[src/hw/regRead_settings.svh]
// widths and counts shared by the register-read stage, include before any stage source
`ifndef REGREAD_SETTINGS_SVH
`define REGREAD_SETTINGS_SVH

// issue and bypass lanes
`define NUM_LANES 4

// physical register file
`define NUM_PHYS 64
`define PHYS_LOG 6
`define DATA_W   32

// branch checkpoints
`define NUM_CKPT 4
`define CKPT_LOG 2

// low registers that start out ready after reset
`define NUM_ARCH 32

`define NUM_READ (2 * `NUM_LANES) // two sources per lane

`endif

[src/hw/regReadPkg.sv]
// packet and tag types passed between the register-read blocks, referenced as regReadPkg::name
`include "regRead_settings.svh"

package regReadPkg;

  typedef logic [`PHYS_LOG-1:0] physTag_t;
  typedef logic [`DATA_W-1:0]   regData_t;
  typedef logic [`NUM_CKPT-1:0] ckptMask_t;

  // instruction coming from issue
  typedef struct packed {
    logic      valid;
    ckptMask_t mask;     // unresolved branches this op sits behind
    physTag_t  src1;
    physTag_t  src2;
    physTag_t  dest;
  } issuePkt_t;

  // one result lane from the functional units
  typedef struct packed {
    logic     valid;
    physTag_t dest;
    regData_t data;
  } bypassPkt_t;

  // instruction handed to execute
  typedef struct packed {
    logic      valid;
    ckptMask_t mask;
    physTag_t  dest;
    regData_t  src1Data;
    regData_t  src2Data;
  } readPkt_t;

  // branch resolution from execute
  typedef struct packed {
    logic                verified;
    logic                mispredict;
    logic [`CKPT_LOG-1:0] ckptId;
  } ctrlEvent_t;

  // unmap or wakeup request
  typedef struct packed {
    logic     valid;
    physTag_t tag;
  } tagReq_t;

endpackage

[src/hw/readyTable.sv]
// one ready bit per physical register, cleared by unmap, set by wakeup, restored on exception
`timescale 1ns/10ps
`include "regRead_settings.svh"

module readyTable (
  input  logic                clk,
  input  logic                rstN_i,
  input  logic                exceptionFlag_i,
  input  regReadPkg::tagReq_t unmap_i [0:`NUM_LANES-1],
  input  regReadPkg::tagReq_t wakeup_i [0:`NUM_LANES-1],
  output logic [`NUM_PHYS-1:0] phyRegRdy_o
);

  // architectural registers start mapped and ready
  localparam logic [`NUM_PHYS-1:0] RDY_INIT =
    {{(`NUM_PHYS - `NUM_ARCH){1'b0}}, {`NUM_ARCH{1'b1}}};

  logic [`NUM_PHYS-1:0] rdyQ;
  logic [`NUM_PHYS-1:0] rdyNext;

  always_comb
  begin
    rdyNext = rdyQ;
    for (int u = 0; u < `NUM_LANES; u++)
    begin
      if (unmap_i[u].valid)
        rdyNext[unmap_i[u].tag] = 1'b0;
    end
    // sets after clears so a wakeup wins on the same tag
    for (int w = 0; w < `NUM_LANES; w++)
    begin
      if (wakeup_i[w].valid)
        rdyNext[wakeup_i[w].tag] = 1'b1;
    end
  end

  always_ff @(posedge clk)
  begin
    if (!rstN_i || exceptionFlag_i)
      rdyQ <= RDY_INIT;
    else
      rdyQ <= rdyNext;
  end

  assign phyRegRdy_o = rdyQ;

  // rename only frees an arch register after it has been remapped
  for (genvar u = 0; u < `NUM_LANES; u++)
  begin : gChk
    unmapArch: assert property (
      @(posedge clk) disable iff (!rstN_i) unmap_i[u].valid |-> (unmap_i[u].tag >= `NUM_ARCH)
    )
    else $error("unmap lane %0d freed tag %0d", u, unmap_i[u].tag);
  end

endmodule

[config.mk]
export PLATFORM = sky130hd
export DESIGN_NAME = readyTable
export DESIGN_NICKNAME = d
export VERILOG_FILES = /design/src/hw/regReadPkg.sv /design/src/hw/readyTable.sv
export VERILOG_INCLUDE_DIRS = /design/src /design/src/hw
export SDC_FILE = /design/constraint.sdc
export NUM_CORES = 1
export LEC_CHECK = 0
export BUFFER_PORTS_ARGS = -buffer_cell sky130_fd_sc_hd__buf_2
export CELL_PAD_IN_SITES_DETAIL_PLACEMENT = 1
export CELL_PAD_IN_SITES_GLOBAL_PLACEMENT = 2
export CORE_UTILIZATION = 30
export CTS_CLUSTER_DIAMETER = 80
export DETAILED_ROUTE_END_ITERATION = 7
export HOLD_SLACK_MARGIN = 0.05
export PLACE_DENSITY_LB_ADDON = 0.25
export SKIP_LAST_GASP = 1
export SLEW_MARGIN = 20
export SYNTH_ARGS = -nofsm -noshare
export SYNTH_HDL_FRONTEND = slang
export SYNTH_SLANG_ARGS = --single-unit
[constraint.sdc]
create_clock -name clk -period 1.9 [get_ports clk]
set_clock_uncertainty 0.05 [all_clocks]
set_input_delay 0.57 -clock clk [delete_from_list [all_inputs] [get_ports clk]]
set_output_delay 0.57 -clock clk [all_outputs]
set_load 0.02 [all_outputs]
**Word-level counts from Yosys, hierarchy flattened**

Cells that the tools add are included.

- Output and inout bits: 64
- Memory bits (read-only): 0
- Logic and storage cells: 63
- Bits in latches: 0
- Bits of input ports: 59
- Memory bits (writable): 0
- Bits in registers: 64
- Memories kept: 0

- $lt $le $gt $ge: 16
- Multiply operators: 0
- Reductions and logical operators: 10
- $add $sub $neg: 0
- Bitwise operators: 12
- Div/mod/pow operators: 0
- Shift-type cells: 0
- Equality and inequality tests: 0
- Mux-type cells: 24

Operators with widths:

| kind | number |
|---|---|
| $mux W64 | 8 |
| $and A64 B64 Y64 | 4 |
| $not A64 Y64 | 4 |
| $or A64 B64 Y64 | 4 |
| $lt A6 B7 Y1 const B | 8 |
| $demux W1 S6 | 8 |
| $ge A6 B1 Y1 const B | 8 |
| $logic_and A1 B1 Y1 | 8 |
| $mux W1 | 8 |
| $logic_not A1 Y1 | 1 |
| $logic_or A1 B1 Y1 | 1 |

**Longest topological paths before layout**

Gate-level depths: netlist of the first run.

- Depth after elaboration: 21
- Gate-level depth with buffers: 6
- Mapped depth without buffers: 4

**Least setup slack after synthesis of the first run**

OpenSTA, ideal clock, no wires.

- Path type: input port to flip-flop
- From: input unmap_i[17] (netlist bit)
- To: register rdyQ[34] (netlist: phyRegRdy_o[34])
- Setup time: 0.120 ns
- Required time: 1.730 ns
- Cell stages on the path: 6
- Arrival time: 1.626 ns
- Path buffers: 2
- Slack: 0.104 ns
- Cells stage by stage: buf_2 > or3b_1 > buf_2 > o21ai_0 > a211oi_1 > o31a_1

- Word-level cells in the longest chain between the ends: 19
- Elaborated cells on any way between the ends: 20
- Classes of those cells: order compare: 2; mux: 9; bitwise: 8; reduce/logical: 1

Ends and longest elaborated chain:

| what | RTL line | RTL |
|---|---|---|
| from (decl) | readyTable.sv:9 | `` input regReadPkg::tagReq_t unmap_i [0:`NUM_LANES-1], `` |
| $lt A6 B7 Y1 (not written as such) / $ge A6 B1 Y1 (equally long branches) | readyTable.sv:27 | `rdyNext[unmap_i[u].tag] = 1'b0;` |
| $logic_and A1 B1 Y1 (not written as such) | readyTable.sv:27 |  |
| $mux W1 (not written as such) | readyTable.sv:27 |  |
| $demux W1 S6 * | readyTable.sv:27 |  |
| $not A64 Y64 (no source line) * | -- |  |
| $and A64 B64 Y64 (no source line) * | -- |  |
| $mux W64 * | readyTable.sv:26 | `if (unmap_i[u].valid)` |
| $and A64 B64 Y64 (no source line) | -- |  |
| [... 3 more ...] | -- |  |
| $or A64 B64 Y64 (no source line) | -- |  |
| $mux W64 * | readyTable.sv:32 | `if (wakeup_i[w].valid)` |
| $or A64 B64 Y64 (no source line) | -- |  |
| $mux W64 * | readyTable.sv:32 |  |
| $or A64 B64 Y64 (no source line) | -- |  |
| $mux W64 * | readyTable.sv:32 |  |
| $or A64 B64 Y64 (no source line) | -- |  |
| $mux W64 * | readyTable.sv:32 |  |
| to (signal assigned) | readyTable.sv:42 | `rdyQ <= rdyNext;` |
| to (decl) | readyTable.sv:18 | `` logic [`NUM_PHYS-1:0] rdyQ; `` |

Every way passes the cells marked *; elsewhere a longest branch is shown, timed or not.
A chain may end at the register's enable or synchronous reset.

**Final worst setup path of the first run**

- From: input wakeup_i[8] (netlist bit)
- To: register rdyQ[25] (netlist: phyRegRdy_o[25])

- Word-level cells in the longest chain between the ends: 8
- Elaborated cells on any way between the ends: 9
- Classes of those cells: order compare: 2; mux: 4; bitwise: 2; reduce/logical: 1

Ends and longest elaborated chain:

| what | RTL line | RTL |
|---|---|---|
| from (decl) | readyTable.sv:10 | `` input regReadPkg::tagReq_t wakeup_i [0:`NUM_LANES-1], `` |
| $lt A6 B7 Y1 (not written as such) / $ge A6 B1 Y1 (equally long branches) | readyTable.sv:33 | `rdyNext[wakeup_i[w].tag] = 1'b1;` |
| $logic_and A1 B1 Y1 (not written as such) | readyTable.sv:33 |  |
| $mux W1 (not written as such) | readyTable.sv:33 |  |
| $demux W1 S6 * | readyTable.sv:33 |  |
| $or A64 B64 Y64 (no source line) * | -- |  |
| $mux W64 * | readyTable.sv:32 |  |
| $or A64 B64 Y64 (no source line) | -- |  |
| $mux W64 * | readyTable.sv:32 |  |

Marks and branches as above.

==> results.cfg, run 1 <==
[floorplan]
ios = 123
start_util = 0.3094
num_rows = 50
coreArea_sq_um = 18890
dieArea_sq_um = 20050
die_h_microns = 141.6
dieWidth_microns = 141.6

[drt]
drt_iter0_drc = 864
num_vias = 8308
drc = 0
dr.pass1.iters = 5
postRouteAntennaNets = 0
drt-wirelength-per-cell_microns = 27.67
avgViaCountPerCell = 6.516
drt_wl_total_microns = 35280

[critical_path]
cp_max_fo = 7
r2r_start = phyRegRdy_o[35]$_SDFF_PP0_
r2r-end = phyRegRdy_o[35]$_SDFF_PP0_
path_class = primary input to flip-flop
worst_ep_required_time_ns = 2.08
start_kind = primary input
r2r_cells = 3
r2r_slack_ns = 0.71
critPathArrivalTime_ns = 1.94
cp-end-kind = flip-flop

[worst_hold_path]
min_path_cells = 2
min_to = phyRegRdy_o[21]$_SDFF_PP1_
worstHoldStart = phyRegRdy_o[21]$_SDFF_PP1_
min_path_type = flip-flop to flip-flop

[power_and_ir_drop]
p_leak_uw = 0.003060
ir_drop_v = 0.0004065
cellPowerDensity_nw_per_um2 = 521.2

[synthesis]
netlist.area_leader.share = 0.2192
synth-main-ff-cell = dfxtp_1
avgSynthCellArea_sq_um = 7.562
ys_seq_elements = 64
synth.distinct_cells = 41
synth_edf_count = 0
async_flop_share = 0
yosysMostFrequentCell = o22ai_1
synth_fp_nets = 832
syn_inst = 773
yosys_warnings = 0
synth_top_cell_by_area = dfxtp_1
synthTopCellsByCount = 168 x o22ai_1, 64 x dfxtp_1, 57 x clkbuf_1
syn-cell-area_sq_um = 5846
synthTopCellsByArea = dfxtp_1 22%, o22ai_1 18%, a22oi_1 5.9%
yosysSeqAreaShare = 0.2192

[clock_tree]
path_clk_slew_ns = 0.06
hold_buffers = 0
cts_setup_buffers = 0
numCtsBuffers = 9
cts.sinks = 64
cts_buffer_depth = 2
clk_latency_ns = 0.34
clockRootBuffer = clkbuf_16
cts_max_level = 3
cts_tree = yes
cts_resized = 0

[global_route]
grt_pass1_vias = 8237
grt_antenna_before_repair = 0
grt-ovfl-total = 0
grt_max_degree = 33
grt_usage = 0.3508
grt_pass1_wl_microns = 52840

[sta]
tns_ns = 0
rsz0062_at_grt = false
min_period_over_period = 0.9260
hold_ws_ns = 0.4112
fmax_ghz = 0.5684
hold_viol_final = 0
finalMaxSlewViolations = 0
setup_viol = 0
relSlewSlack = 0.6436
worst_pin_slew_ns = 0.5273
timing.final.crit_period_ns = 1.759

[cells_and_area]
largest_reg_flops = 64
drive_gt1_frac = 0.3527
fill_cells = 2382
antennaDiodeCount = 0
syn2layout_area_growth_pct = 42.47
fin_nets = 1069

[status]
status = finished clean

[placement]
gp_congestion = 0.9131
io_buffers = 122
hpwl_microns = 27480

[flow_run]
maxCapViolCount = 0
cells in the final DEF, fill, tap and decap left out, types with 27 or more instances in the layout:
| cell | count |
|---|---|
| buf_4 | 196 |
| o22ai_1 | 168 |
| buf_2 | 122 |
| dfxtp_1 | 64 |
| a22oi_1 | 46 |
| o21ai_0 | 45 |
| nor2_1 | 35 |
| nor3_1 | 34 |
| nand3_1 | 33 |
| nand2_1 | 27 |
worst max-delay path, stage by stage:
cell and delay, ns:
buf_2 0.14, buf_4 0.13, nand4bb_1 0.17, buf_4 0.19
o22ai_1 0.09, nor3_1 0.36, buf_4 0.22, o31ai_1 0.07
report_power, final:
group | leakage [uW] | switching [uW] | internal (uW) | total, uW
sequential | 0.000518 | 10.0 | 1360 | 1370
combinational | 0.00239 | 650 | 435 | 1090
clock | 0.000155 | 701 | 1190 | 1890
total | 0.00306 | 1360 | 2980 | 4340
layer usage:
metal | vias to the layer above | wire length [microns] | GRT usage
met5 | - | 0 | 0
met1 | 4125 | 15870 | 0.4836
met2 | 472 | 16160 | 0.5649
met4 | 0 | 894 | 0.1160
met3 | 62 | 2359 | 0.04252
li1 | 3649 | - | -
final cells by class:
type | count | area, sq um | share of cell area
clock buffer | 10 | 239.0 | 0.02870
clock inverter | 6 | 92.59 | 0.01112
multi-input combinational | 607 | 4108 | 0.4932
sequential | 64 | 1281 | 0.1538
tap | 260 | 325.3 | 0.03906
timing repair buffer | 328 | 2282 | 0.2740
cells by family (layout without fill, tap and decap cells):
kind of cell	count (synthesis)	in the layout	share of synthesized area
buf+inv	102	344	0.07855
compound gates	327	327	0.3630
simple gates	280	280	0.3393
flops	64	64	0.2192
worst max path at each step:
stage | start | endpoint | slack [ns] | cells after the start
floorplan | unmap_i[17] | phyRegRdy_o[34]$_SDFF_PP0_ | 0.10 | 6
global placement | wakeup_i[22] | phyRegRdy_o[32]$_SDFF_PP0_ | -0.10 | 5
detailed placement | wakeup_i[8] | phyRegRdy_o[25]$_SDFF_PP1_ | -0.15 | 8
CTS | unmap_i[10] | phyRegRdy_o[35]$_SDFF_PP0_ | 0.18 | 5
global route | wakeup_i[8] | phyRegRdy_o[25]$_SDFF_PP1_ | 0.06 | 8
finish | wakeup_i[8] | phyRegRdy_o[25]$_SDFF_PP1_ | 0.14 | 8
per-stage QoR:
stage	util	cells	worst slack (ns)	instance area [sq um]	power [uW]
floorplan	-	773	0.1045	5846	1898
global placement	0.4232	1259	-0.1023	7996	2423
detailed placement	0.4232	1259	-0.1470	7996	2447
CTS	0.4408	1275	0.1776	8328	4321
global route	0.4408	1275	0.06148	8328	4469
finish	0.4408	1275	0.1406	8328	4341
Power figures use the tool's default switching activity.
==> run 2: changes to the inputs <==
--- a/config.mk
+++ b/config.mk
@@ -14,4 +14,5 @@
 export DETAILED_ROUTE_END_ITERATION = 7
 export HOLD_SLACK_MARGIN = 0.05
+export MAX_ROUTING_LAYER = met4
 export PLACE_DENSITY_LB_ADDON = 0.25
 export SKIP_LAST_GASP = 1
==> constraint.sdc (replaced) <==
create_clock -name clk -period 1.9 [get_ports clk]
set_clock_uncertainty 0.05 [all_clocks]
set_input_delay 0 -clock clk [delete_from_list [all_inputs] [get_ports clk]]
set_output_delay 0 -clock clk [all_outputs]
set_load 0.02 [all_outputs]
==> results.cfg, run 2 (synthesized netlist as in run 1, its figures left out) <==
[drt]
num_vias = 7602
drt-wirelength-per-cell_microns = 29.57
postRouteAntennaNets = 0
drt_wl_total_microns = 32410
avgViaCountPerCell = 6.936
drc = 0
drt_iter0_drc = 1017
dr.pass1.iters = 6

[power_and_ir_drop]
p_total_uw = 3857
cellPowerDensity_nw_per_um2 = 564.4
p_leak_uw = 0.002191
ir_drop_v = 0.0003691

[clock_tree]
hold_buffers = 0
numCtsBuffers = 9
cts_resized = 0
clockRootBuffer = clkbuf_16
cts_setup_buffers = 0
cts.sinks = 64
cts_buffer_depth = 2
cts_max_level = 3
cts_tree = yes
path_clk_slew_ns = 0.06
clk_latency_ns = 0.34

[critical_path]
start_kind = primary input
critPathArrivalTime_ns = 1.49
cpLargestDelayFamily = simple AND/OR/NAND/NOR gates
path_class = primary input to flip-flop
cp_slowest_cell = or4bb_1
slowest_delay_ns = 0.66
path_cells = buf_2 > or4bb_1 > o21ai_1 > a211oi_1 > o31a_1
r2r_start = phyRegRdy_o[36]$_SDFF_PP0_
cp-end-kind = flip-flop
r2r_cells = 3
crit_buf_inv = 1
worst_ep_required_time_ns = 2.07
r2r_slack_ns = 0.74
cp-startpoint = unmap_i[16]
r2r-end = phyRegRdy_o[36]$_SDFF_PP0_
cp_max_fo = 16

[global_route]
grt_antenna_before_repair = 0
grt_pass1_vias = 7153
grt_usage = 0.3252
grt-ovfl-total = 0
grt_max_degree = 33
grt_pass1_wl_microns = 47480

[sta]
tns_ns = 0
setup_viol = 0
timing.final.crit_period_ns = 1.314
rsz0062_at_grt = false
finalMaxSlewViolations = 0
min_period_over_period = 0.6915
hold_ws_ns = 0.1609
hold_viol_final = 0
worst_pin_slew_ns = 0.7728
relSlewSlack = 0.4825
fin_ws_ns = 0.5861
fmax_ghz = 0.7611

[cells_and_area]
final_common_cell = o22ai_1
fill_cells = 2340
utilization = 0.3617
antennaDiodeCount = 0
syn2layout_area_growth_pct = 16.91
largest_reg_flops = 64
drive_gt1_frac = 0.2141
final_cell_mix = 168 x o22ai_1, 122 x buf_2, 64 x dfxtp_1, 46 x a22oi_1, 45 x o21ai_0
fin_nets = 891

[floorplan]
die_h_microns = 141.6
dieArea_sq_um = 20050
coreArea_sq_um = 18890
num_rows = 50
start_util = 0.3094
dieWidth_microns = 141.6
ios = 123

[flow_run]
maxCapViolCount = 0

[worst_hold_path]
min_path_cells = 4
min_to = phyRegRdy_o[33]$_SDFF_PP0_
min_path_type = primary input to flip-flop
worstHoldStart = exceptionFlag_i

[status]
status = finished clean

[placement]
place_ws_ns = 0.2862
hpwl_microns = 24310
gp_congestion = 0.9631
io_buffers = 122
-- run 2: cell count changes in the layout (fill, tap and decap cells not counted), sizes merged --
cell	delta
buf	-178
clkinv	+2
bufinv	-1
clkbuf	-1
clkinvlp	-1
-- run 2: metrics by stage --
step	area (sq um)	cells
2_1_floorplan	5846	773
3_3_place_gp	6548	1081
3_5_place_dp	6548	1081
4_1_cts	6834	1096
5_1_grt	6834	1096
6_report	6834	1096
-- run 2: layout make-up --
| cell class | instances | area, sq um | share of cell area |
|---|---|---|---|
| clock inverters | 6 | 61.31 | 0.008971 |
| clock buffers | 9 | 225.2 | 0.03295 |
| flip-flops and latches | 64 | 1281 | 0.1875 |
| multi-input cells | 607 | 4108 | 0.6011 |
| well taps | 260 | 325.3 | 0.04760 |
| repair buffers | 150 | 833.3 | 0.1219 |
-- run 2: worst max path at each step --
stage | end | depth (start not counted) | slack [ns]
after floorplan | phyRegRdy_o[34]$_SDFF_PP0_ | 6 | 0.67
after global placement | phyRegRdy_o[36]$_SDFF_PP0_ | 5 | 0.31
after detailed placement | phyRegRdy_o[36]$_SDFF_PP0_ | 5 | 0.29
after CTS | phyRegRdy_o[36]$_SDFF_PP0_ | 5 | 0.64
after global routing | phyRegRdy_o[36]$_SDFF_PP0_ | 5 | 0.50
final | phyRegRdy_o[36]$_SDFF_PP0_ | 5 | 0.59
-- run 2: worst min-delay path: stages --
cell	delay (ns)
buf_2	0.08
nor2b_1	0.04
buf_4	0.23
o31a_1	0.14
-- run 2: where the power goes --
| group | internal (uW) | switching (uW) |
|---|---|---|
| Combinational | 250 | 587 |
| Clock | 1000 | 651 |
| Sequential | 1360 | 9.94 |
-- run 2: routing by layer --
| metal | share of wire | up-vias | GRT usage |
|---|---|---|---|
| met5 | 0 | - | - |
| met4 | 0.026 | 0 | 0.09225 |
| met3 | 0.088 | 65 | 0.04320 |
| met2 | 0.45 | 512 | 0.5084 |
| met1 | 0.44 | 3730 | 0.4368 |
| li1 | - | 3295 | - |
