<file path="src/hw/regRead_settings.svh">
// widths and counts shared by the register-read stage, include before any stage source
`ifndef REGREAD_SETTINGS_SVH
`define REGREAD_SETTINGS_SVH

// issue and bypass lanes
`define NUM_LANES 4

// physical register file
`define NUM_PHYS 64
`define PHYS_LOG 6
`define DATA_W   32

// branch checkpoints
`define NUM_CKPT 4
`define CKPT_LOG 2

// low registers that start out ready after reset
`define NUM_ARCH 32

`define NUM_READ (2 * `NUM_LANES) // two sources per lane

`endif

</file>
<file path="src/hw/regReadPkg.sv">
// packet and tag types passed between the register-read blocks, referenced as regReadPkg::name
`include "regRead_settings.svh"

package regReadPkg;

  typedef logic [`PHYS_LOG-1:0] physTag_t;
  typedef logic [`DATA_W-1:0]   regData_t;
  typedef logic [`NUM_CKPT-1:0] ckptMask_t;

  // instruction coming from issue
  typedef struct packed {
    logic      valid;
    ckptMask_t mask;     // unresolved branches this op sits behind
    physTag_t  src1;
    physTag_t  src2;
    physTag_t  dest;
  } issuePkt_t;

  // one result lane from the functional units
  typedef struct packed {
    logic     valid;
    physTag_t dest;
    regData_t data;
  } bypassPkt_t;

  // instruction handed to execute
  typedef struct packed {
    logic      valid;
    ckptMask_t mask;
    physTag_t  dest;
    regData_t  src1Data;
    regData_t  src2Data;
  } readPkt_t;

  // branch resolution from execute
  typedef struct packed {
    logic                verified;
    logic                mispredict;
    logic [`CKPT_LOG-1:0] ckptId;
  } ctrlEvent_t;

  // unmap or wakeup request
  typedef struct packed {
    logic     valid;
    physTag_t tag;
  } tagReq_t;

endpackage

</file>
<file path="src/hw/operandBypass.sv">
// compares every source tag against the bypass lanes and picks bypass data or the file word
`timescale 1ns/10ps
`include "regRead_settings.svh"

module operandBypass (
  input  regReadPkg::issuePkt_t  issue_i [0:`NUM_LANES-1],
  input  regReadPkg::bypassPkt_t bypass_i [0:`NUM_LANES-1],
  input  regReadPkg::regData_t   fileData_i [0:`NUM_READ-1],
  output regReadPkg::regData_t   operand_o [0:`NUM_READ-1]
);

  // source s belongs to lane s/2, even is src1 and odd is src2
  for (genvar s = 0; s < `NUM_READ; s++)
  begin : gSrc
    regReadPkg::physTag_t srcTag;
    logic [`NUM_LANES-1:0] matchVec;
    logic                  oneHit;
    regReadPkg::regData_t  hitData;

    assign srcTag = (s % 2 == 0) ? issue_i[s/2].src1 : issue_i[s/2].src2;

    always_comb
    begin
      hitData = '0;
      for (int b = 0; b < `NUM_LANES; b++)
      begin
        matchVec[b] = bypass_i[b].valid && (bypass_i[b].dest == srcTag);
        if (matchVec[b])
          hitData = hitData | bypass_i[b].data;
      end
    end

    // exactly one bit set
    assign oneHit = (matchVec != '0) && ((matchVec & (matchVec - 1'b1)) == '0);

    assign operand_o[s] = oneHit ? hitData : fileData_i[s];

    // producers of one tag never finish in the same cycle
    always_comb
    begin
      multiMatch: assert final ($isunknown(matchVec) || (matchVec & (matchVec - 1'b1)) == '0)
      else $error("source %0d matched bypass lanes %b", s, matchVec);
    end
  end

endmodule

</file>
<file path="config.mk">
export PLATFORM = sky130hd
export DESIGN_NAME = operandBypass
export DESIGN_NICKNAME = d
export VERILOG_FILES = /design/src/hw/regReadPkg.sv /design/src/hw/operandBypass.sv
export VERILOG_INCLUDE_DIRS = /design/src /design/src/hw
export SDC_FILE = /design/constraint.sdc
export NUM_CORES = 1
export LEC_CHECK = 0
export BUFFER_PORTS_ARGS = -buffer_cell sky130_fd_sc_hd__buf_4
export CELL_PAD_IN_SITES_DETAIL_PLACEMENT = 1
export CELL_PAD_IN_SITES_GLOBAL_PLACEMENT = 1
export CORE_AREA = 2 2 294 296
export DETAILED_ROUTE_END_ITERATION = 7
export DIE_AREA = 0 0 296 298
export GPL_ROUTABILITY_DRIVEN = 0
export PLACE_DENSITY_LB_ADDON = 0.1
export SLEW_MARGIN = 40
export SYNTH_ARGS = -nofsm -noshare
export SYNTH_HDL_FRONTEND = slang
export SYNTH_SLANG_ARGS = --single-unit
export TNS_END_PERCENT = 10
</file>
<file path="constraint.sdc">
create_clock -name vclk -period 4.9
set_clock_uncertainty 0.1 [all_clocks]
set_input_delay 0.245 -clock vclk [all_inputs]
set_output_delay 0.245 -clock vclk [all_outputs]
set_load 0.1 [all_outputs]
</file>
Word level (Yosys, flattened, before mapping) --
Cells that the tools add are included.
Operators by class: $add $sub $neg 8, equality and inequality tests 32, muxes and demuxes 40, bitwise operators 32, reductions and logical operators 56
Operator list (count):
- $mux 32 | 40
- $or 32x32->32 | 24
- $eq 6x6->1 | 32
- $logic_and 1x1->1 | 40
- $and 4x4->4 | 8
- $logic_not 4->1 | 8
- $reduce_bool 4->1 | 8
- $sub 4x1->4 const B | 8
Word-level totals: register bits 0, input port bits 504, output and inout port bits 256, word-level logic and storage cells 168

Logic depth before layout (Yosys ltp) --
Gate-level depths: netlist of run 1.
depth in word-level cells 10, depth in mapped cells 8, mapped depth without buffers 6

Worst setup path before layout of run 1 --
OpenSTA, ideal clock, no wires.
kind in2out, from in bypass_i[76] (netlist bit), to out operand_o[225] (netlist bit), arrival 2.472 ns, data required time 4.555 ns, setup slack 2.083 ns, cell stages on the path 7, path buffers 2, cell sequence buf_2 > xor2_1 > nor4_2 > xor2_1 > a22o_1 > buf_4 > mux2_1
RTL lines:
- start: declaration | line operandBypass.sv:7 | input regReadPkg::bypassPkt_t bypass_i [0:`NUM_LANES-1],
- end: declaration | line operandBypass.sv:9 | output regReadPkg::regData_t operand_o [0:`NUM_READ-1]

==> impl_results.md, run 1 <==
- Main combinational cell family by area after synthesis: compound AO/OA/AOI/OAI gates
- Hold WC Path Type: in2out
- Setup violations, final: 0
- Largest net degree at the start of global routing: 35
- Crit end category: output port
- Vias in the first global route: 17.2k
- Fin cells: 3250
- Mean post-synth cell area: 7.31 sq um
- Port Buf Inserts: 716
- Share of cells above drive strength 1: 0.456
- Num rows: 107
- Synth Area in XOR/XNOR: 0.154
- Crit-path max FO: 18
- Most common cell in the netlist: a22oi_1
- FMAX: 0.269 GHz
- Setup_tns: 0 ns
- Die W: 296 um
- Post-synthesis mux area share: 0.244
- Vias per cell: 4.99
- Global route overflow: 0
- Initial antenna violation count: 14
- Total core area: 0.0849 sq mm
- Final ANT Viol Nets: 0
- Clock buffer cells: 0
- Seq. cell area: 0 sq um
- Commonest cells post-synth: 512 x a22oi_1, 257 x nand2_1, 151 x clkbuf_1
- Worst slew pin tran: 0.828 ns
- Final slew viol count: 0
- Simple-gate share of the synthesized area: 0.159
- DIE AREA: 0.0882 sq mm
- DR WL/cell: 33.8 um
- Status: completed
- Synth top area cells: a22oi_1 33%, mux2_1 12%, mux2_2 12%
- WP data arrival: 3.37 ns
- Post-CTS Setup Inserts: 0
- Slew headroom: 0.448
- Met1 wire length: 45400 um
- Worst Setup SP: bypass_i[112]
- Synth Area in Compound Gates: 0.337
- Post-synthesis instance total: 1613
- Adder-cell share of the synthesized area: 0
- WL met3: 5540 um
- Nets: 2605
- Hold Crit Start: fileData_i[89]
- Final hold violation count: 0
- Synth area leader: a22oi_1
- LEAKAGE: 7.78 nW
- Total global-route track usage: 0.236
- Crit share post-route: 0.759
- DRT Pass-1 Iters: 6
- Register area share after synthesis: 0
- Startpoint class of the critical path: primary input
- Routed wire length: 110000 um
- DP Wirelength: 79900 um
- # placed instances: 3243
- Die Height: 298 um
- Sequential cells: 0
- DR iter-0 viols: 1399
- Area Growth Syn to Fin: 52.5%
- # resized after CTS: 0
- End of the critical path: operand_o[237]
- # IOs: 760
- WL met2: 56600 um
- Power Dens Cells: 140 mW/mm^2
- Syn Nets: 2117
- Crit Path Class: in2out
- Cts hold-fix bufs: 0
- CP required: 4.55 ns
- Uppermost layer routed: met5
- Crit path time final: 3.72 ns
- RSZ-0062 raised after global routing: false
- Post-Syn Area: 0.0118 sq mm
- Global-route wire length before repair: 147000 um
- DRC violations left: 0
- Max Cap Viol: 0
- Yosys warns: 0
- Top cell type's share of synthesized area: 0.326
- VDD IR-drop max: 95.0 uV
- Total number of vias: 16.2k
- Initial Util: 0.139
- Synth cell types: 22
[area by class of cell]
type,count,area (sq um)
Antenna cell,7,17.5
Tap cell,1144,1430
Fill cell,10253,66900
Timing Repair Buffer,783,5880
Multi-Input combinational cell,1316,10700
[where the power goes]
part	leakage, nW	switching [W]	internal, W
sequential	0	0	0
combinational	7.78	0.00182	0.000687
clock	0.0000414	0	0.000000000174
[through the flow]
| stage | hold slack (ns) | power (W) | setup WS, ns | instance area, sq um | util |
|---|---|---|---|---|---|
| after floorplan | 0.856 | 0.00174 | 2.08 | 11800 | - |
| after global placement | 0.855 | 0.00250 | 1.12 | 18000 | 0.212 |
| after detailed placement | 0.850 | 0.00252 | 1.12 | 18000 | 0.212 |
| after CTS | 0.855 | 0.00252 | 1.11 | 18000 | 0.212 |
| after global routing | 0.861 | 0.00259 | 0.996 | 18000 | 0.212 |
| final | 0.852 | 0.00251 | 1.18 | 18000 | 0.212 |
[worst min-delay path by stage]
stage                                 to  slack [ns]  depth (start not counted)
final                      operand_o[89]        0.85                          3
after global routing      operand_o[235]        0.86                          3
after CTS                  operand_o[89]        0.86                          3
after detailed placement  operand_o[230]        0.85                          3
after global placement    operand_o[229]        0.86                          3
after floorplan             operand_o[0]        0.86                          1
[layout by cell type (no fill, tap or decap)]
cell type,synthesis,routed
nor3_2,0,1
nand4_1,32,32
diode_2,0,7
o32ai_4,1,7
nor4_4,28,31
mux2_1,129,129
nand2_1,257,257
a22o_2,0,1
nor2_1,2,2
buf_4,24,783
xor2_1,96,96
nand4b_1,1,1
xnor2_1,112,112
a22oi_1,512,512
or2_2,7,7
mux2_2,127,127
nor3b_1,1,1
[critical path: stages]
cell and delay [ns]:
buf_4 0.22, xnor2_1 0.15, nand4_1 0.21, nor4_4 0.21, buf_4 0.43, xor2_1 0.19
a22o_2 0.59, buf_4 0.46, mux2_1 0.37, buf_4 0.24
[kinds of logic (layout without fill, tap and decap cells)]
group,Yosys count,after routing
compound gates,520,520
simple gates,332,332
buf+inv,297,783
mux,256,256
xor+xnor,208,208
other cells,0,7
[metal layers]
metal | vias up | global-route usage
li1 | 6963 | -
met1 | 8346 | 0.296
met2 | 757 | 0.432
met3 | 144 | 0.0222
met4 | 6 | 0.0527
met5 | - | 0
(Power assumes the default switching activity.)
==> run 2: changes to the inputs <==
--- a/config.mk
+++ b/config.mk
@@ -9,9 +9,9 @@
 export BUFFER_PORTS_ARGS = -buffer_cell sky130_fd_sc_hd__buf_4
 export CELL_PAD_IN_SITES_DETAIL_PLACEMENT = 1
 export CELL_PAD_IN_SITES_GLOBAL_PLACEMENT = 1
-export CORE_AREA = 2 2 294 296
+export CORE_AREA = 2 2 293 295
 export DETAILED_ROUTE_END_ITERATION = 7
-export DIE_AREA = 0 0 296 298
+export DIE_AREA = 0 0 295 297
 export GPL_ROUTABILITY_DRIVEN = 0
 export PLACE_DENSITY_LB_ADDON = 0.1
 export SLEW_MARGIN = 40
==> constraint.sdc (replaced) <==
create_clock -name vclk -period 3.1
set_clock_uncertainty 0.1 [all_clocks]
set_input_delay 0.155 -clock vclk [all_inputs]
set_output_delay 0.155 -clock vclk [all_outputs]
set_load 0.1 [all_outputs]
==> impl_results.md, run 2 (synthesis results as in run 1) <==
- RSZ-0062 raised after global routing: false
- Final ANT Viol Nets: 0
- Commonest non-fill, non-tap cell in the layout: buf_4
- Crit-path max FO: 15
- Final slew viol count: 0
- Initial Util: 0.140
- Status: completed
- Met1 wire length: 44400 um
- Max Cap Viol: 0
- Total global-route track usage: 0.233
- Initial antenna violation count: 9
- Worst path depth: 9
- Internal Power: 0.00110 W
- Hold WC Path Type: in2out
- Setup_tns: 0 ns
- # placed instances: 3253
- Share of cells above drive strength 1: 0.459
- Global-route wire length before repair: 145000 um
- Nets: 2615
- Routed wire length: 107000 um
- Worst Setup SP: bypass_i[150]
- Final WS setup: 0.117 ns
- WP data arrival: 2.73 ns
- Clock share of power: 0
- Fin util: 0.216
- Setup violations, final: 0
- Crit share post-route: 0.962
- Crit end category: output port
- WL met2: 55800 um
- Switching share of power: 0.723
- Buf+Inv Stages, Crit Path: 3
- Seq. cell area: 0 sq um
- DRT Pass-1 Iters: 6
- # resized after CTS: 0
- Net switching power: 0.00287 W
- Combinational Power Share: 1.000
- DIE AREA: 0.0876 sq mm
- Sequential cells: 0
- Die Height: 297 um
- Area Growth Syn to Fin: 54.7%
- Worst slew pin tran: 0.730 ns
- Vias per cell: 4.95
- Largest net degree at the start of global routing: 33
- Final hold violation count: 0
- LEAKAGE: 7.88 nW
- Max incr delay on CP: 0.42 ns
- Cell mode on critical path: buf_4
- FMAX: 0.335 GHz
- DR iter-0 viols: 1140
- Port Buf Inserts: 716
- Post-Place Setup Slack: 0.141 ns
- Slowest CP cell: nor4_4
- Most frequent cells in the layout: 777 x buf_4, 512 x a22oi_1, 257 x nand2_1, 129 x mux2_1, 127 x mux2_2
- DRC violations left: 0
- # IOs: 760
- Crit path cell chain: buf_4 -> xnor2_1 -> nand4_1 -> nor4_4 -> xnor2_1 -> o32ai_4 -> buf_4 -> mux2_1 -> buf_4
- Fin cells: 3255
- DP Wirelength: 81000 um
- Total number of vias: 16.1k
- Uppermost layer routed: met5
- CP top delay family: buffers and inverters
- Power Dens Cells: 218 mW/mm^2
- Power share of the sequential group: 0
- WL met3: 5490 um
- Clock buffer cells: 0
- Post-CTS Setup Inserts: 0
- Global route overflow: 0
- DR WL/cell: 33.0 um
- CP required: 2.84 ns
- Crit path time final: 2.98 ns
- Die W: 295 um
- Cts hold-fix bufs: 0
- Crit Path Class: in2out
- End of the critical path: operand_o[8]
- Fill count: 10.1k
- Startpoint class of the critical path: primary input
- Total core area: 0.0845 sq mm
- Vias in the first global route: 17.0k
- VDD IR-drop max: 151 uV
- Slew headroom: 0.510
- Num rows: 107
[run 2: power groups by stage]
stage,Sequential [W],Clock (W),Combinational [W]
2_1_floorplan,0,0,0.00276
3_3_place_gp,0,0,0.00395
3_5_place_dp,0,0,0.00398
4_1_cts,0,0,0.00399
5_1_grt,0,0.0000000000433,0.00411
6_report,0,0.0000000000522,0.00398
[run 2: how the worst min path moves through the flow]
stage / cells past startpoint / startpoint / end
3_5_place_dp: 3 / fileData_i[252] / operand_o[252]
6_report: 3 / fileData_i[252] / operand_o[252]
3_3_place_gp: 3 / fileData_i[253] / operand_o[253]
2_1_floorplan: 1 / fileData_i[0] / operand_o[0]
4_1_cts: 3 / fileData_i[252] / operand_o[252]
5_1_grt: 3 / fileData_i[26] / operand_o[26]
[run 2: per-layer routing]
metal | up-vias | GRT usage
met5 | - | 0
li1 | 6985 | -
met2 | 732 | 0.433
met4 | 12 | 0.0344
met3 | 101 | 0.0256
met1 | 8280 | 0.290
[run 2: cell type report]
cell class,count,area [sq um],share of cell area
tap,1144,1430,0.0785
antenna,2,5.00,0.000274
multi-input combinational,1316,10700,0.584
timing repair buffer,793,6150,0.337
[run 2: stage by stage]
step	hold slack, ns	total power [W]	instance area (sq um)
3_5_place_dp	0.670	0.00398	18200
5_1_grt	0.682	0.00411	18200
6_report	0.673	0.00398	18200
4_1_cts	0.674	0.00399	18200
3_3_place_gp	0.675	0.00395	18200
2_1_floorplan	0.676	0.00276	11800
==> run 3: changes to the inputs <==
--- a/config.mk
+++ b/config.mk
@@ -9,9 +9,9 @@
 export BUFFER_PORTS_ARGS = -buffer_cell sky130_fd_sc_hd__buf_4
 export CELL_PAD_IN_SITES_DETAIL_PLACEMENT = 1
 export CELL_PAD_IN_SITES_GLOBAL_PLACEMENT = 1
-export CORE_AREA = 2 2 293 295
+export CORE_AREA = 2 2 294 296
 export DETAILED_ROUTE_END_ITERATION = 7
-export DIE_AREA = 0 0 295 297
+export DIE_AREA = 0 0 296 298
 export GPL_ROUTABILITY_DRIVEN = 0
 export PLACE_DENSITY_LB_ADDON = 0.1
 export SLEW_MARGIN = 40
==> constraint.sdc (replaced) <==
create_clock -name vclk -period 3.8
set_clock_uncertainty 0.1 [all_clocks]
set_input_delay 0.19 -clock vclk [all_inputs]
set_output_delay 0.19 -clock vclk [all_outputs]
set_load 0.1 [all_outputs]
==> impl_results.md, run 3 (synthesis results as in run 1) <==
- # IOs: 760
- Fin cells: 3253
- Max Cap Viol: 0
- Met1 Track Usage GR: 0.292
- # resized after CTS: 0
- Sequential cells: 0
- Setup_tns: 0 ns
- Hold WS: 0.742 ns
- Busiest grt layer: met2
- DR iter-0 viols: 1255
- Routed wire length: 110000 um
- WP data arrival: 3.10 ns
- # placed instances: 3251
- Final WS setup: 0.413 ns
- CP required: 3.51 ns
- Fill count: 10.3k
- Initial antenna violation count: 5
- LEAKAGE: 7.85 nW
- Hold Crit Start: fileData_i[253]
- VDD IR-drop max: 144 uV
- Grt met2 use: 0.445
- Nets: 2613
- Power Dens Cells: 179 mW/mm^2
- Seq. cell area: 0 sq um
- M3 GR Usage: 0.0206
- Total core area: 0.0849 sq mm
- Setup violations, final: 0
- Total number of vias: 16.0k
- Cell mode on critical path: buf_4
- DR WL/cell: 33.7 um
- Internal Power: 0.000893 W
- RSZ-0062 raised after global routing: false
- Die Height: 298 um
- Cts hold-fix bufs: 0
- Global-route wire length before repair: 147000 um
- Slowest CP cell: buf_4
- Port Buf Inserts: 716
- Power share of the sequential group: 0
- Slew headroom: 0.457
- Crit share post-route: 0.891
- Startpoint class of the critical path: primary input
- DRC violations left: 0
- Crit path time final: 3.39 ns
- Area Growth Syn to Fin: 53.7%
- Crit end category: output port
- Global route overflow: 0
- Post-Place Setup Slack: 0.418 ns
- Net switching power: 0.00236 W
- Clock share of power: 0
- Total global-route track usage: 0.236
- Initial Util: 0.139
- Final hold violation count: 0
- Switching share of power: 0.725
- Worst Setup SP: bypass_i[34]
- Tot Pwr: 0.00325 W
- Final slew viol count: 0
- Final ANT Viol Nets: 0
- Status: completed
- Share of cells above drive strength 1: 0.458
- Crit path cell chain: buf_4 -> xnor2_1 -> nand4_1 -> nor4_4 -> xnor2_1 -> o32ai_4 -> buf_4 -> mux2_2 -> buf_4
- Num rows: 107
- DIE AREA: 0.0882 sq mm
- Hold WC Path Type: in2out
- DRT Pass-1 Iters: 6
- Worst slew pin tran: 0.809 ns
- Combinational Power Share: 1.000
- Largest net degree at the start of global routing: 34
- Die W: 296 um
- FMAX: 0.295 GHz
- DP Wirelength: 81200 um
- Vias in the first global route: 17.3k
- Commonest non-fill, non-tap cell in the layout: buf_4
- Crit-path max FO: 26
- Max incr delay on CP: 0.57 ns
- Crit Path Class: in2out
- Post-CTS Setup Inserts: 0
- Vias per cell: 4.93
- Most frequent cells in the layout: 783 x buf_4, 512 x a22oi_1, 257 x nand2_1, 129 x mux2_1, 127 x mux2_2
- Clock buffer cells: 0
## run 3: cell types whose count changed in the layout (fill, tap and decap cells not counted)
cell / previous run / this run
buf_12: 16 / 8
buf_4: 777 / 783
## run 3: cell type report
cell class         count  area [sq um]  area share
multi-input cells   1316         10700       0.588
repair buffers       791          6040       0.333
well taps           1144          1430      0.0790
diodes                 2          5.00    0.000276
## run 3: power groups by stage
stage | Clock [W] | Sequential (W) | Combinational (W)
finish | 0.0000000000707 | 0 | 0.00325
global route | 0.0000000000705 | 0 | 0.00335
CTS | 0 | 0 | 0.00326
detailed placement | 0 | 0 | 0.00325
global placement | 0 | 0 | 0.00324
floorplan | 0 | 0 | 0.00225
## run 3: worst max-delay path: cells and delay by family
kind / cells / cell delay (ns)
buffers and inverters: 3 / 1.06
AND/OR/NAND/NOR: 2 / 0.65
multiplexers: 1 / 0.46
XOR/XNOR: 2 / 0.36
AO/OA/AOI/OAI: 1 / 0.30
## run 3: per-stage QoR
| stage | utilization | cell area (sq um) |
|---|---|---|
| detailed placement | 0.214 | 18100 |
| finish | 0.214 | 18100 |
| global route | 0.214 | 18100 |
| CTS | 0.214 | 18100 |
| global placement | 0.214 | 18100 |
| floorplan | - | 11800 |
## run 3: worst paths after layout
path | slack [ns] | end | cells past startpoint
setup / recovery | 0.41 | operand_o[79] | 9
hold / removal | 0.74 | operand_o[253] | 3
## run 3: layer usage
metal	wire length (um)	vias up
met3	4880	77
met2	57900	737
li1	-	6984
met5	13	-
met4	1550	2
met1	45300	8247
