**config.mk**
```make
export PLATFORM = sky130hd
export DESIGN_NAME = operandLatch
export DESIGN_NICKNAME = d
export VERILOG_FILES = /design/src/hw/regReadPkg.sv /design/src/hw/operandLatch.sv
export VERILOG_INCLUDE_DIRS = /design/src /design/src/hw
export SDC_FILE = /design/constraint.sdc
export NUM_CORES = 1
export LEC_CHECK = 0
export BUFFER_PORTS_ARGS = -buffer_cell sky130_fd_sc_hd__buf_2
export CAP_MARGIN = 40
export CORE_AREA = 4 4 256 258
export DETAILED_ROUTE_END_ITERATION = 10
export DIE_AREA = 0 0 260 262
export PLACE_DENSITY_LB_ADDON = 0.25
export SETUP_SLACK_MARGIN = 0.2
export SYNTH_ARGS = -nofsm -noshare
export SYNTH_HDL_FRONTEND = slang
export SYNTH_SLANG_ARGS = --single-unit
```
**constraint.sdc**
```tcl
create_clock -name clk -period 1.9 [get_ports clk]
set_input_delay 0.19 -clock clk [delete_from_list [all_inputs] [get_ports clk]]
set_output_delay 0.19 -clock clk [all_outputs]
set_load 0.01 [all_outputs]
```
**src/hw/regRead_settings.svh**
```systemverilog
// widths and counts shared by the register-read stage, include before any stage source
`ifndef REGREAD_SETTINGS_SVH
`define REGREAD_SETTINGS_SVH

// issue and bypass lanes
`define NUM_LANES 4

// physical register file
`define NUM_PHYS 64
`define PHYS_LOG 6
`define DATA_W   32

// branch checkpoints
`define NUM_CKPT 4
`define CKPT_LOG 2

// low registers that start out ready after reset
`define NUM_ARCH 32

`define NUM_READ (2 * `NUM_LANES) // two sources per lane

`endif

```
**src/hw/regReadPkg.sv**
```systemverilog
// packet and tag types passed between the register-read blocks, referenced as regReadPkg::name
`include "regRead_settings.svh"

package regReadPkg;

  typedef logic [`PHYS_LOG-1:0] physTag_t;
  typedef logic [`DATA_W-1:0]   regData_t;
  typedef logic [`NUM_CKPT-1:0] ckptMask_t;

  // instruction coming from issue
  typedef struct packed {
    logic      valid;
    ckptMask_t mask;     // unresolved branches this op sits behind
    physTag_t  src1;
    physTag_t  src2;
    physTag_t  dest;
  } issuePkt_t;

  // one result lane from the functional units
  typedef struct packed {
    logic     valid;
    physTag_t dest;
    regData_t data;
  } bypassPkt_t;

  // instruction handed to execute
  typedef struct packed {
    logic      valid;
    ckptMask_t mask;
    physTag_t  dest;
    regData_t  src1Data;
    regData_t  src2Data;
  } readPkt_t;

  // branch resolution from execute
  typedef struct packed {
    logic                verified;
    logic                mispredict;
    logic [`CKPT_LOG-1:0] ckptId;
  } ctrlEvent_t;

  // unmap or wakeup request
  typedef struct packed {
    logic     valid;
    physTag_t tag;
  } tagReq_t;

endpackage

```
**src/hw/operandLatch.sv**
```systemverilog
// applies the mispredict squash and registers the outgoing packets with one cycle of latency
`timescale 1ns/10ps
`include "regRead_settings.svh"

module operandLatch (
  input  logic                   clk,
  input  logic                   rstN_i,
  input  regReadPkg::issuePkt_t  issue_i [0:`NUM_LANES-1],
  input  regReadPkg::regData_t   operand_i [0:`NUM_READ-1],
  input  regReadPkg::ctrlEvent_t ctrl_i,
  output regReadPkg::readPkt_t   readOut_o [0:`NUM_LANES-1]
);

  logic                  mispredict;
  logic [`NUM_LANES-1:0] squash;
  regReadPkg::readPkt_t  readQ [0:`NUM_LANES-1];

  assign mispredict = ctrl_i.verified & ctrl_i.mispredict;

  for (genvar l = 0; l < `NUM_LANES; l++)
  begin : gLane
    assign squash[l] = mispredict & issue_i[l].mask[ctrl_i.ckptId]; // op is on the wrong path

    always_ff @(posedge clk)
    begin
      if (!rstN_i)
        readQ[l].valid <= 1'b0;
      else
        readQ[l].valid <= issue_i[l].valid & ~squash[l];
    end

    always_ff @(posedge clk)
    begin
      readQ[l].mask     <= issue_i[l].mask;
      readQ[l].dest     <= issue_i[l].dest;
      readQ[l].src1Data <= operand_i[2*l];
      readQ[l].src2Data <= operand_i[2*l+1];
    end

    assign readOut_o[l] = readQ[l];

    squashHolds: assert property (
      @(posedge clk) disable iff (!rstN_i)
        (ctrl_i.verified && ctrl_i.mispredict && issue_i[l].mask[ctrl_i.ckptId])
          |=> !readOut_o[l].valid
    )
    else $error("lane %0d issued an op that was squashed", l);
  end

endmodule

```
# Yosys cells after proc, flatten, opt, wreduce, memory -nomap -nowiden
# Memories as Yosys holds them, arrays and structs flattened.
# Cells that the tools add are included.
[classes]
magnitude_cmp = 1
muxes = 14
bitwise = 17
[op_table]
columns = ["operator", "n"]
rows = [
  ["$mux W1", 10],
  ["$and A1 B1 Y1", 9],
  ["$bmux W1 S2", 4],
  ["$not A1 Y1", 4],
  ["$or A1 B1 Y1", 4],
  ["$lt A2 B3 Y1 const B", 1],
]
[totals]
ff_bits = 0
ramBits = 300
inputBits = 354
output_inout_bits = 300
mem_count = 1
[mem_list]
columns = ["memory", "depth", "word_bits", "read_ports", "rd_clocked_by_memory_dff", "write_ports", "line", "rtl"]
rows = [
  ["readQ", 4, 75, 4, 0, 4, "operandLatch.sv:16", "regReadPkg::readPkt_t readQ [0:`NUM_LANES-1];"],
]

# Logic depth before layout (Yosys ltp)
# Gate-level depths: netlist of run 1.
[depth]
word_depth = 6
depth_mapped = 2
depth_no_buf = 2

# Least setup slack after synthesis of run 1
# No wires, ideal clock.
[synth_timing]
path_kind = "in2reg"
from = "input ctrl_i[0] (netlist name)"
to = "memory readQ[0][74] (netlist name)"
t_arrival_ps = 852
setup_slack_ps = 974
cell_stages = 2
path_cell_list = "mux4_1 -> a31oi_1"
[synth_lines]
columns = ["element", "line", "rtl"]
rows = [
  ["start: declaration", "operandLatch.sv:10", "input regReadPkg::ctrlEvent_t ctrl_i,"],
  ["end: declaration", "operandLatch.sv:16", ""],
]

==> flow_metrics.env, run 1 <==
export IMPL_drtPass1Iterations=4
export IMPL_via_per_inst=2.83
export IMPL_crit_slowest_cell="dlygate4sd3_1"
export IMPL_maxCapViolations=0
export IMPL_post_drt_wl_per_cell_um=13.2
export IMPL_worst_slew_margin_rel=0.901
export IMPL_p_leak_nw=6.82
export IMPL_cts_repair_resize_count=0
export IMPL_reg_top3="readQ x300"
export IMPL_die_width_um=260
export IMPL_critPathTopFamily="buffers and inverters"
export IMPL_avgSynthCellArea_sq_um=19.7
export IMPL_clock_root_buffer="clkbuf_16"
export IMPL_worstPathBufferInverterCount=3
export IMPL_syn_inst=312
export IMPL_fin_crit_sh=0.875
export IMPL_synth_top_area_frac=0.976
export IMPL_cts_setup_buffers=0
export IMPL_synth_ff_latch_count=300
export IMPL_hpwl_um=20500
export IMPL_slew_viol_final=0
export IMPL_worstPathArrival_ns=2.12
export IMPL_status="complete, no violations"
export IMPL_ys_seq_area_frac=0.976
export IMPL_antenna_cells=0
export IMPL_syn_to_final_growth_pct=135
export IMPL_die_h_um=262
export IMPL_cts_htree_levels=2
export IMPL_synth_edf_count=0
export IMPL_yosys_warnings=0
export IMPL_worstPathRequired_ns=2.36
export IMPL_grt_max_degree=14
export IMPL_wl_met1_um=9330
export IMPL_cts_buffers=35
export IMPL_ys_flop_type="dfxtp_1"
export IMPL_critPathKind="in2reg"
export IMPL_dieArea_sq_um=68100
export IMPL_cp_startpoint="issue_i[42]"
export IMPL_synthTopCellsByCount="300 x dfxtp_1, 4 x a31oi_1, 4 x mux4_1, 4 x nand2_1"
export IMPL_synth_area_top_cells="dfxtp_1 98%, mux4_1 1.7%, a31oi_1 0.41%"
export IMPL_path_clk_slew_ns=0.05
export IMPL_fin_crit_ns=1.66
export IMPL_postRouteAntennaNets=0
export IMPL_cp_cell_sequence="dlygate4sd3_1 -> buf_2 -> mux4_1 -> a31oi_1 -> dlygate4sd3_1"
export IMPL_ys_types=4
export IMPL_max_freq_mhz=601
export IMPL_highest_layer="met5"
export IMPL_first_global_vias=6736
export IMPL_synthesis_area_sq_um=6150
export IMPL_numClockSinks=300
export IMPL_antenna_found_initial=6
export IMPL_nets=1615
export IMPL_hold_class="in2reg"
export IMPL_worst_slew_pin_slew_ns=0.148
export IMPL_cts_tree="done"
export IMPL_endpoint_kind="register"
export IMPL_drc=0
export IMPL_slowest_delay_ns=0.57
export IMPL_synth_top_area_cell="dfxtp_1"
export IMPL_routed_via_count=6026
export IMPL_cp_max_fo=2
export IMPL_finalSetupViolCount=0
export IMPL_drt_iter0_drc=202
export IMPL_crit_end="readQ[2][74]"
export IMPL_io_pins=654
export IMPL_grt_use_total=0.0746
export IMPL_largest_reg_flops=300
export IMPL_row_count=92
export IMPL_route_met2_wl_um=15000
export IMPL_dr_wl_met3_um=2710
export IMPL_tns_ns=0
export IMPL_pwr_density_cell_nw_per_um2=1020
export IMPL_clock_path_buffers=3
export IMPL_cpMostUsedCell="dlygate4sd3_1"
export IMPL_drive_above_1_share=0.512
export IMPL_start_kind="primary input"
export IMPL_largest_register="readQ"
export IMPL_grt_pass1_wl_um=38500
export IMPL_placed_area_sq_um=10200
export IMPL_stdcell_area_sq_um=14400
export IMPL_start_util=0.0977
export IMPL_hold_violations=0
export IMPL_port_buffers=605
export IMPL_rsz0062_at_grt="no"
export IMPL_gr_total_overflow=0
export IMPL_drt_total_wl_um=28100
export IMPL_syn_nets=666
export IMPL_whs_path_depth=3
export IMPL_coreArea_sq_um=63000
export IMPL_gp_congestion=0.788
export IMPL_nFillCells=6604
export IMPL_async_flop_share=0
export IMPL_crit_cells=5
export IMPL_yosysMostFrequentCell="dfxtp_1"
export IMPL_vdd_drop_max_mv=0.620
-- routing by layer --
metal  up-vias  global-route usage
met3        52              0.0256
met2       378               0.145
met5         -                   0
met4         2              0.0378
met1      2703              0.0691
li1       2891                   -
-- metrics by stage --
| step | cells | hold WS (ns) | util | setup WS (ns) | power [mW] |
|---|---|---|---|---|---|
| global route | 2131 | 0.128 | 0.229 | 0.215 | 15.4 |
| CTS | 2131 | 0.236 | 0.229 | 0.271 | 15.1 |
| detailed placement | 1763 | 0.294 | 0.163 | 0.728 | 7.78 |
| finish | 2131 | 0.0997 | 0.229 | 0.237 | 14.8 |
| global placement | 1763 | 0.292 | 0.163 | 0.712 | 7.79 |
| floorplan | 312 | 0.218 | - | 0.974 | 7.06 |
-- power by group --
part	internal, mW	switching (mW)	leakage [nW]
Sequential	6.63	0.0885	2.53
Clock	4.02	2.59	0.561
Combinational	0.864	0.560	3.72
-- how the worst min path moves through the flow --
stage | from | endpoint | slack [ns]
final | ctrl_i[1] | readQ[1][74] | 0.1
after global routing | ctrl_i[1] | readQ[1][74] | 0.13
after CTS | operand_i[132] | readQ[1][4] | 0.24
after detailed placement | issue_i[23] | readQ[2][64] | 0.29
after global placement | operand_i[225] | readQ[0][33] | 0.29
after floorplan | operand_i[192] | readQ[0][0] | 0.22
-- final cells by class --
cell class,instances,area (sq um),area share
Timing Repair Buffer,912,6100,0.422
Clock inverter,13,159,0.0110
Sequential cell,300,6010,0.416
Tap cell,846,1060,0.0733
Multi-Input combinational cell,12,145,0.0100
Clock buffer,48,975,0.0675
-- layout by cell type, fill, tap and decap left out --
cell,netlist,routed
clkbuf_8,0,5
a31oi_1,4,4
clkbuf_1,0,8
inv_6,0,5
clkinv_2,0,5
nand2_1,4,4
bufinv_16,0,3
dlygate4sd3_1,0,307
buf_2,0,605
clkbuf_16,0,35
mux4_1,4,4
dfxtp_1,300,300
-- what timing repair did --
item | CTS | global route
setup endpoints to repair | 0 | 3
endpoints found under the hold margin | 300 | 1
hold buffers | 307 | 1
-- cells by family after synthesis --
group / after synthesis / synth area share
AO/OA/AOI/OAI: 4 / 0.00407
multiplexers: 4 / 0.0171
flip-flops: 300 / 0.976
AND/OR/NAND/NOR: 4 / 0.00244
-- worst min-delay path, stage by stage --
cell and delay [ns]:
buf_2 0.12, mux4_1 0.17, a31oi_1 0.08
(Power assumes the default switching activity.)
==> inputs of run 2 (changes only) <==
- RECOVER_POWER: default -> 50
- REMOVE_ABC_BUFFERS: default -> 1
==> flow_metrics.env, run 2 (synthesized netlist as in run 1, its figures left out) <==
export IMPL_port_buffers=605
export IMPL_placed_area_sq_um=10200
export IMPL_post_drt_wl_per_cell_um=13.2
export IMPL_cp_cell_sequence="dlygate4sd3_1 -> buf_2 -> mux4_1 -> a31oi_1 -> dlygate4sd3_1"
export IMPL_path_clk_slew_ns=0.05
export IMPL_cts_htree_levels=2
export IMPL_start_util=0.0977
export IMPL_nets=1615
export IMPL_via_per_inst=2.83
export IMPL_p_leak_nw=6.70
export IMPL_die_h_um=262
export IMPL_worstPathRequired_ns=2.36
export IMPL_endpoint_kind="register"
export IMPL_tns_ns=0
export IMPL_largest_reg_flops=300
export IMPL_io_pins=654
export IMPL_maxCapViolations=0
export IMPL_final_cell_mix="559 x buf_2, 307 x dlygate4sd3_1, 300 x dfxtp_1"
export IMPL_clock_path_buffers=3
export IMPL_largest_register="readQ"
export IMPL_final_common_cell="buf_2"
export IMPL_critPathKind="in2reg"
export IMPL_whs_path_depth=3
export IMPL_numClockSinks=300
export IMPL_stdcell_area_sq_um=14400
export IMPL_antenna_cells=0
export IMPL_reg_top3="readQ x300"
export IMPL_worstPathArrival_ns=2.12
export IMPL_holdWs_ns=0.0987
export IMPL_hpwl_um=20500
export IMPL_max_freq_mhz=602
export IMPL_gr_total_overflow=0
export IMPL_drc=0
export IMPL_grt_max_degree=14
export IMPL_first_global_vias=6736
export IMPL_fin_crit_sh=0.874
export IMPL_slew_viol_final=0
export IMPL_die_width_um=260
export IMPL_routed_via_count=6027
export IMPL_drt_iter0_drc=197
export IMPL_cts_buffers=35
export IMPL_drive_above_1_share=0.478
export IMPL_status="complete, no violations"
export IMPL_cpMostUsedCell="dlygate4sd3_1"
export IMPL_crit_slowest_cell="dlygate4sd3_1"
export IMPL_row_count=92
export IMPL_finalSetupViolCount=0
export IMPL_cp_max_fo=2
export IMPL_postRouteAntennaNets=0
export IMPL_drtPass1Iterations=4
export IMPL_hp_start="ctrl_i[1]"
export IMPL_cts_tree="done"
export IMPL_grt_use_total=0.0746
export IMPL_hold_end="readQ[1][74]"
export IMPL_start_kind="primary input"
export IMPL_coreArea_sq_um=63000
export IMPL_grt_pass1_wl_um=38500
export IMPL_syn_to_final_growth_pct=134
export IMPL_cts_setup_buffers=0
export IMPL_worst_slew_pin_slew_ns=0.357
export IMPL_total_power_mw=14.7
export IMPL_clock_root_buffer="clkbuf_16"
export IMPL_hold_class="in2reg"
export IMPL_rsz0062_at_grt="no"
export IMPL_fin_crit_ns=1.66
export IMPL_hold_violations=0
export IMPL_pwr_density_cell_nw_per_um2=1020
export IMPL_drt_total_wl_um=28100
export IMPL_antenna_found_initial=6
export IMPL_slowest_delay_ns=0.57
export IMPL_vdd_drop_max_mv=0.620
export IMPL_gp_congestion=0.788
export IMPL_dieArea_sq_um=68100
export IMPL_worst_slew_margin_rel=0.762
[run 2: cell types whose count changed in the layout (fill, tap and decap cells not counted), sizes merged]
cell / delta
clkbuf: +46
buf: -46
[run 2: layout make-up]
| cell class | instances | area, sq um |
|---|---|---|
| multi-input cells | 12 | 145 |
| clock buffers | 48 | 975 |
| fillers | 6635 | 48600 |
| flip-flops and latches | 300 | 6010 |
| clock inverters | 13 | 159 |
| well taps | 846 | 1060 |
| repair buffers | 912 | 6050 |
[run 2: layer usage]
| metal | wire [um] | track usage | part of all wire | vias to the layer above |
|---|---|---|---|---|
| met1 | 9320 | 0.0691 | 0.33 | 2702 |
| met2 | 15000 | 0.145 | 0.53 | 380 |
| li1 | - | - | - | 2891 |
| met4 | 1100 | 0.0378 | 0.039 | 2 |
| met3 | 2730 | 0.0256 | 0.097 | 52 |
| met5 | 13 | 0 | 0.00046 | - |
[run 2: what timing repair did]
item	4_1_cts	5_1_grt
setup endpoints to repair	0	3
hold buffers	307	1
gates resized for setup	0	0
endpoints found under the hold margin	300	1
[run 2: per-stage QoR]
step	setup WS (ns)	util	instances
2_1_floorplan	0.974	-	312
3_3_place_gp	0.712	0.163	1763
3_5_place_dp	0.728	0.163	1763
4_1_cts	0.271	0.229	2131
5_1_grt	0.194	0.229	2131
6_report	0.239	0.229	2131
[run 2: where the power goes]
part	internal [mW]	leakage (nW)	switching, mW	total (mW)
Clock	4.02	0.561	2.59	6.61
Combinational	0.851	3.60	0.561	1.41
Sequential	6.63	2.53	0.0888	6.72
Total	11.5	6.70	3.24	14.7
[run 2: worst max-delay path by stage]
stage,endpoint,start
finish,readQ[2][74],issue_i[42]
global route,readQ[0][74],issue_i[88]
CTS,readQ[1][74],issue_i[65]
detailed placement,readQ[1][74],ctrl_i[0]
global placement,readQ[2][74],ctrl_i[0]
floorplan,readQ[0][74],ctrl_i[0]
[run 2: critical path, delay by kind of cell]
kind | cells | cell delay (ns)
buffers and inverters | 3 | 1.24
multiplexers | 1 | 0.52
AO/OA/AOI/OAI | 1 | 0.17
==> inputs of run 3 (changes only) <==
--- a/config.mk
+++ b/config.mk
@@ -8,7 +8,8 @@
 export LEC_CHECK = 0
+export ABC_AREA = 1
 export BUFFER_PORTS_ARGS = -buffer_cell sky130_fd_sc_hd__buf_2
 export CAP_MARGIN = 40
-export CORE_AREA = 4 4 256 258
+export CORE_AREA = 4 4 254 256
 export DETAILED_ROUTE_END_ITERATION = 10
-export DIE_AREA = 0 0 260 262
+export DIE_AREA = 0 0 258 260
 export PLACE_DENSITY_LB_ADDON = 0.25
==> constraint.sdc (replaced) <==
create_clock -name clk -period 1.9 [get_ports clk]
set_input_delay 0.285 -clock clk [delete_from_list [all_inputs] [get_ports clk]]
set_output_delay 0.285 -clock clk [all_outputs]
set_load 0.01 [all_outputs]
==> flow_metrics.env, run 3 <==
export IMPL_nFillCells=6682
export IMPL_cp_startpoint="readQ[0][20]"
export IMPL_routed_via_count=6157
export IMPL_cts_setup_buffers=0
export IMPL_endpoint_kind="output pin"
export IMPL_drt_iter0_drc=161
export IMPL_cts_tree="done"
export IMPL_dieArea_sq_um=67100
export IMPL_hold_end="readQ[0][74]"
export IMPL_cp_cell_sequence="buf_2"
export IMPL_ys_flop_type="dfxtp_1"
export IMPL_start_kind="register"
export IMPL_finalSetupViolCount=0
export IMPL_worst_slew_margin_rel=0.716
export IMPL_avgSynthCellArea_sq_um=17.5
export IMPL_vdd_drop_max_mv=0.593
export IMPL_clock_root_buffer="clkbuf_16"
export IMPL_crit_slowest_cell="dfxtp_1"
export IMPL_worst_slew_pin_slew_ns=0.427
export IMPL_final_common_cell="buf_2"
export IMPL_yosysMostFrequentCell="dfxtp_1"
export IMPL_max_freq_mhz=675
export IMPL_synth_edf_count=0
export IMPL_drtPass1Iterations=4
export IMPL_drc=0
export IMPL_cp_max_fo=1
export IMPL_synth_ff_latch_count=300
export IMPL_maxCapViolations=0
export IMPL_synth_top_area_frac=0.961
export IMPL_grt_max_degree=13
export IMPL_synthTopCellsByCount="300 x dfxtp_1, 25 x nand2_1, 11 x inv_1"
export IMPL_reg_top3="readQ x300"
export IMPL_die_h_um=260
export IMPL_first_global_vias=6714
export IMPL_holdWs_ns=0.0661
export IMPL_largest_register="readQ"
export IMPL_fin_crit_ns=1.48
export IMPL_hp_start="issue_i[91]"
export IMPL_die_width_um=258
export IMPL_grt_use_total=0.0779
export IMPL_finalCoreUtilization=0.231
export IMPL_async_flop_share=0
export IMPL_p_leak_nw=6.82
export IMPL_drt_total_wl_um=28500
export IMPL_drive_above_1_share=0.478
export IMPL_pwr_density_cell_nw_per_um2=1040
export IMPL_synth_area_top_cells="dfxtp_1 96%, nand2_1 1.5%, inv_1 0.66%"
export IMPL_io_pins=654
export IMPL_syn_inst=357
export IMPL_yosys_warnings=0
export IMPL_crit_cells=1
export IMPL_gr_total_overflow=0
export IMPL_slowest_delay_ns=0.45
export IMPL_hpwl_um=20500
export IMPL_final_cell_mix="569 x buf_2, 300 x dfxtp_1, 298 x dlygate4sd3_1"
export IMPL_largest_reg_flops=300
export IMPL_synthesis_area_sq_um=6250
export IMPL_worstPathArrival_ns=1.20
export IMPL_cts_buffers=37
export IMPL_row_count=92
export IMPL_ys_types=8
export IMPL_fin_crit_sh=0.780
export IMPL_ys_seq_area_frac=0.961
export IMPL_grt_pass1_wl_um=39600
export IMPL_dp_slack_ns=0.779
export IMPL_stdcell_count=2169
export IMPL_start_util=0.0999
export IMPL_synth_top_area_cell="dfxtp_1"
export IMPL_setup_slack_ns=0.418
export IMPL_slew_viol_final=0
export IMPL_hold_buffers=298
export IMPL_nets=1652
export IMPL_status="complete, no violations"
export IMPL_critPathKind="reg2out"
export IMPL_coreArea_sq_um=62500
export IMPL_gp_congestion=0.758
export IMPL_port_buffers=605
export IMPL_whs_path_depth=3
export IMPL_antenna_found_initial=7
export IMPL_postRouteAntennaNets=0
export IMPL_critPathTopFamily="flip-flops"
export IMPL_worstPathRequired_ns=1.62
export IMPL_rsz0062_at_grt="no"
export IMPL_hold_class="in2reg"
export IMPL_path_clk_slew_ns=0.06
export IMPL_worstPathBufferInverterCount=1
export IMPL_cts_repair_resize_count=0
export IMPL_syn_to_final_growth_pct=131
export IMPL_hold_violations=0
export IMPL_numClockSinks=300
export IMPL_via_per_inst=2.84
export IMPL_tns_ns=0
export IMPL_clock_path_buffers=3
export IMPL_post_drt_wl_per_cell_um=13.2
export IMPL_cts_htree_levels=2
export IMPL_place_inst=1807
-- run 3: area by class of cell --
type,count,area (sq um),share of cell area
Antenna cell,2,5.00,0.000346
Multi-Input combinational cell,37,154,0.0107
Timing Repair Buffer,903,5970,0.413
Inverter,19,76.3,0.00528
Sequential cell,300,6010,0.416
Clock inverter,15,179,0.0124
Clock buffer,47,1000,0.0695
Tap cell,846,1060,0.0733
-- run 3: worst max path at each step --
stage	endpoint	slack, ns
after global placement	readQ[1][74]	0.76
after detailed placement	readQ[1][74]	0.78
final	readOut_o[245]	0.42
after floorplan	readQ[2][74]	1.24
after CTS	readOut_o[245]	0.33
after global routing	readOut_o[245]	0.33
-- run 3: power breakdown --
part	internal [mW]	total, mW	switching, mW
Sequential	6.63	6.72	0.0892
Combinational	0.841	1.42	0.575
Clock	4.16	6.94	2.78
Total	11.6	15.1	3.45
-- run 3: cell families (layout without fill, tap and decap cells) --
logic type      Yosys count  in the layout  share of synthesized area
flops                   300            300                      0.961
simple gates             33             33                     0.0214
buf+inv                  20            984                     0.0140
compound gates            4              4                    0.00320
other cells               0              2                          0
-- run 3: routing by layer --
| layer | global-route usage | up-vias | share of wire |
|---|---|---|---|
| met1 | 0.0778 | 2786 | 0.35 |
| li1 | - | 2983 | - |
| met3 | 0.0314 | 49 | 0.098 |
| met4 | 0.0332 | 2 | 0.029 |
| met5 | 0 | - | 0.00046 |
| met2 | 0.143 | 337 | 0.52 |
-- run 3: stage by stage --
step	area, sq um	power (mW)
after detailed placement	10300	7.80
final	14400	15.1
after global routing	14400	15.8
after global placement	10300	7.80
after floorplan	6240	7.07
after CTS	14500	15.5
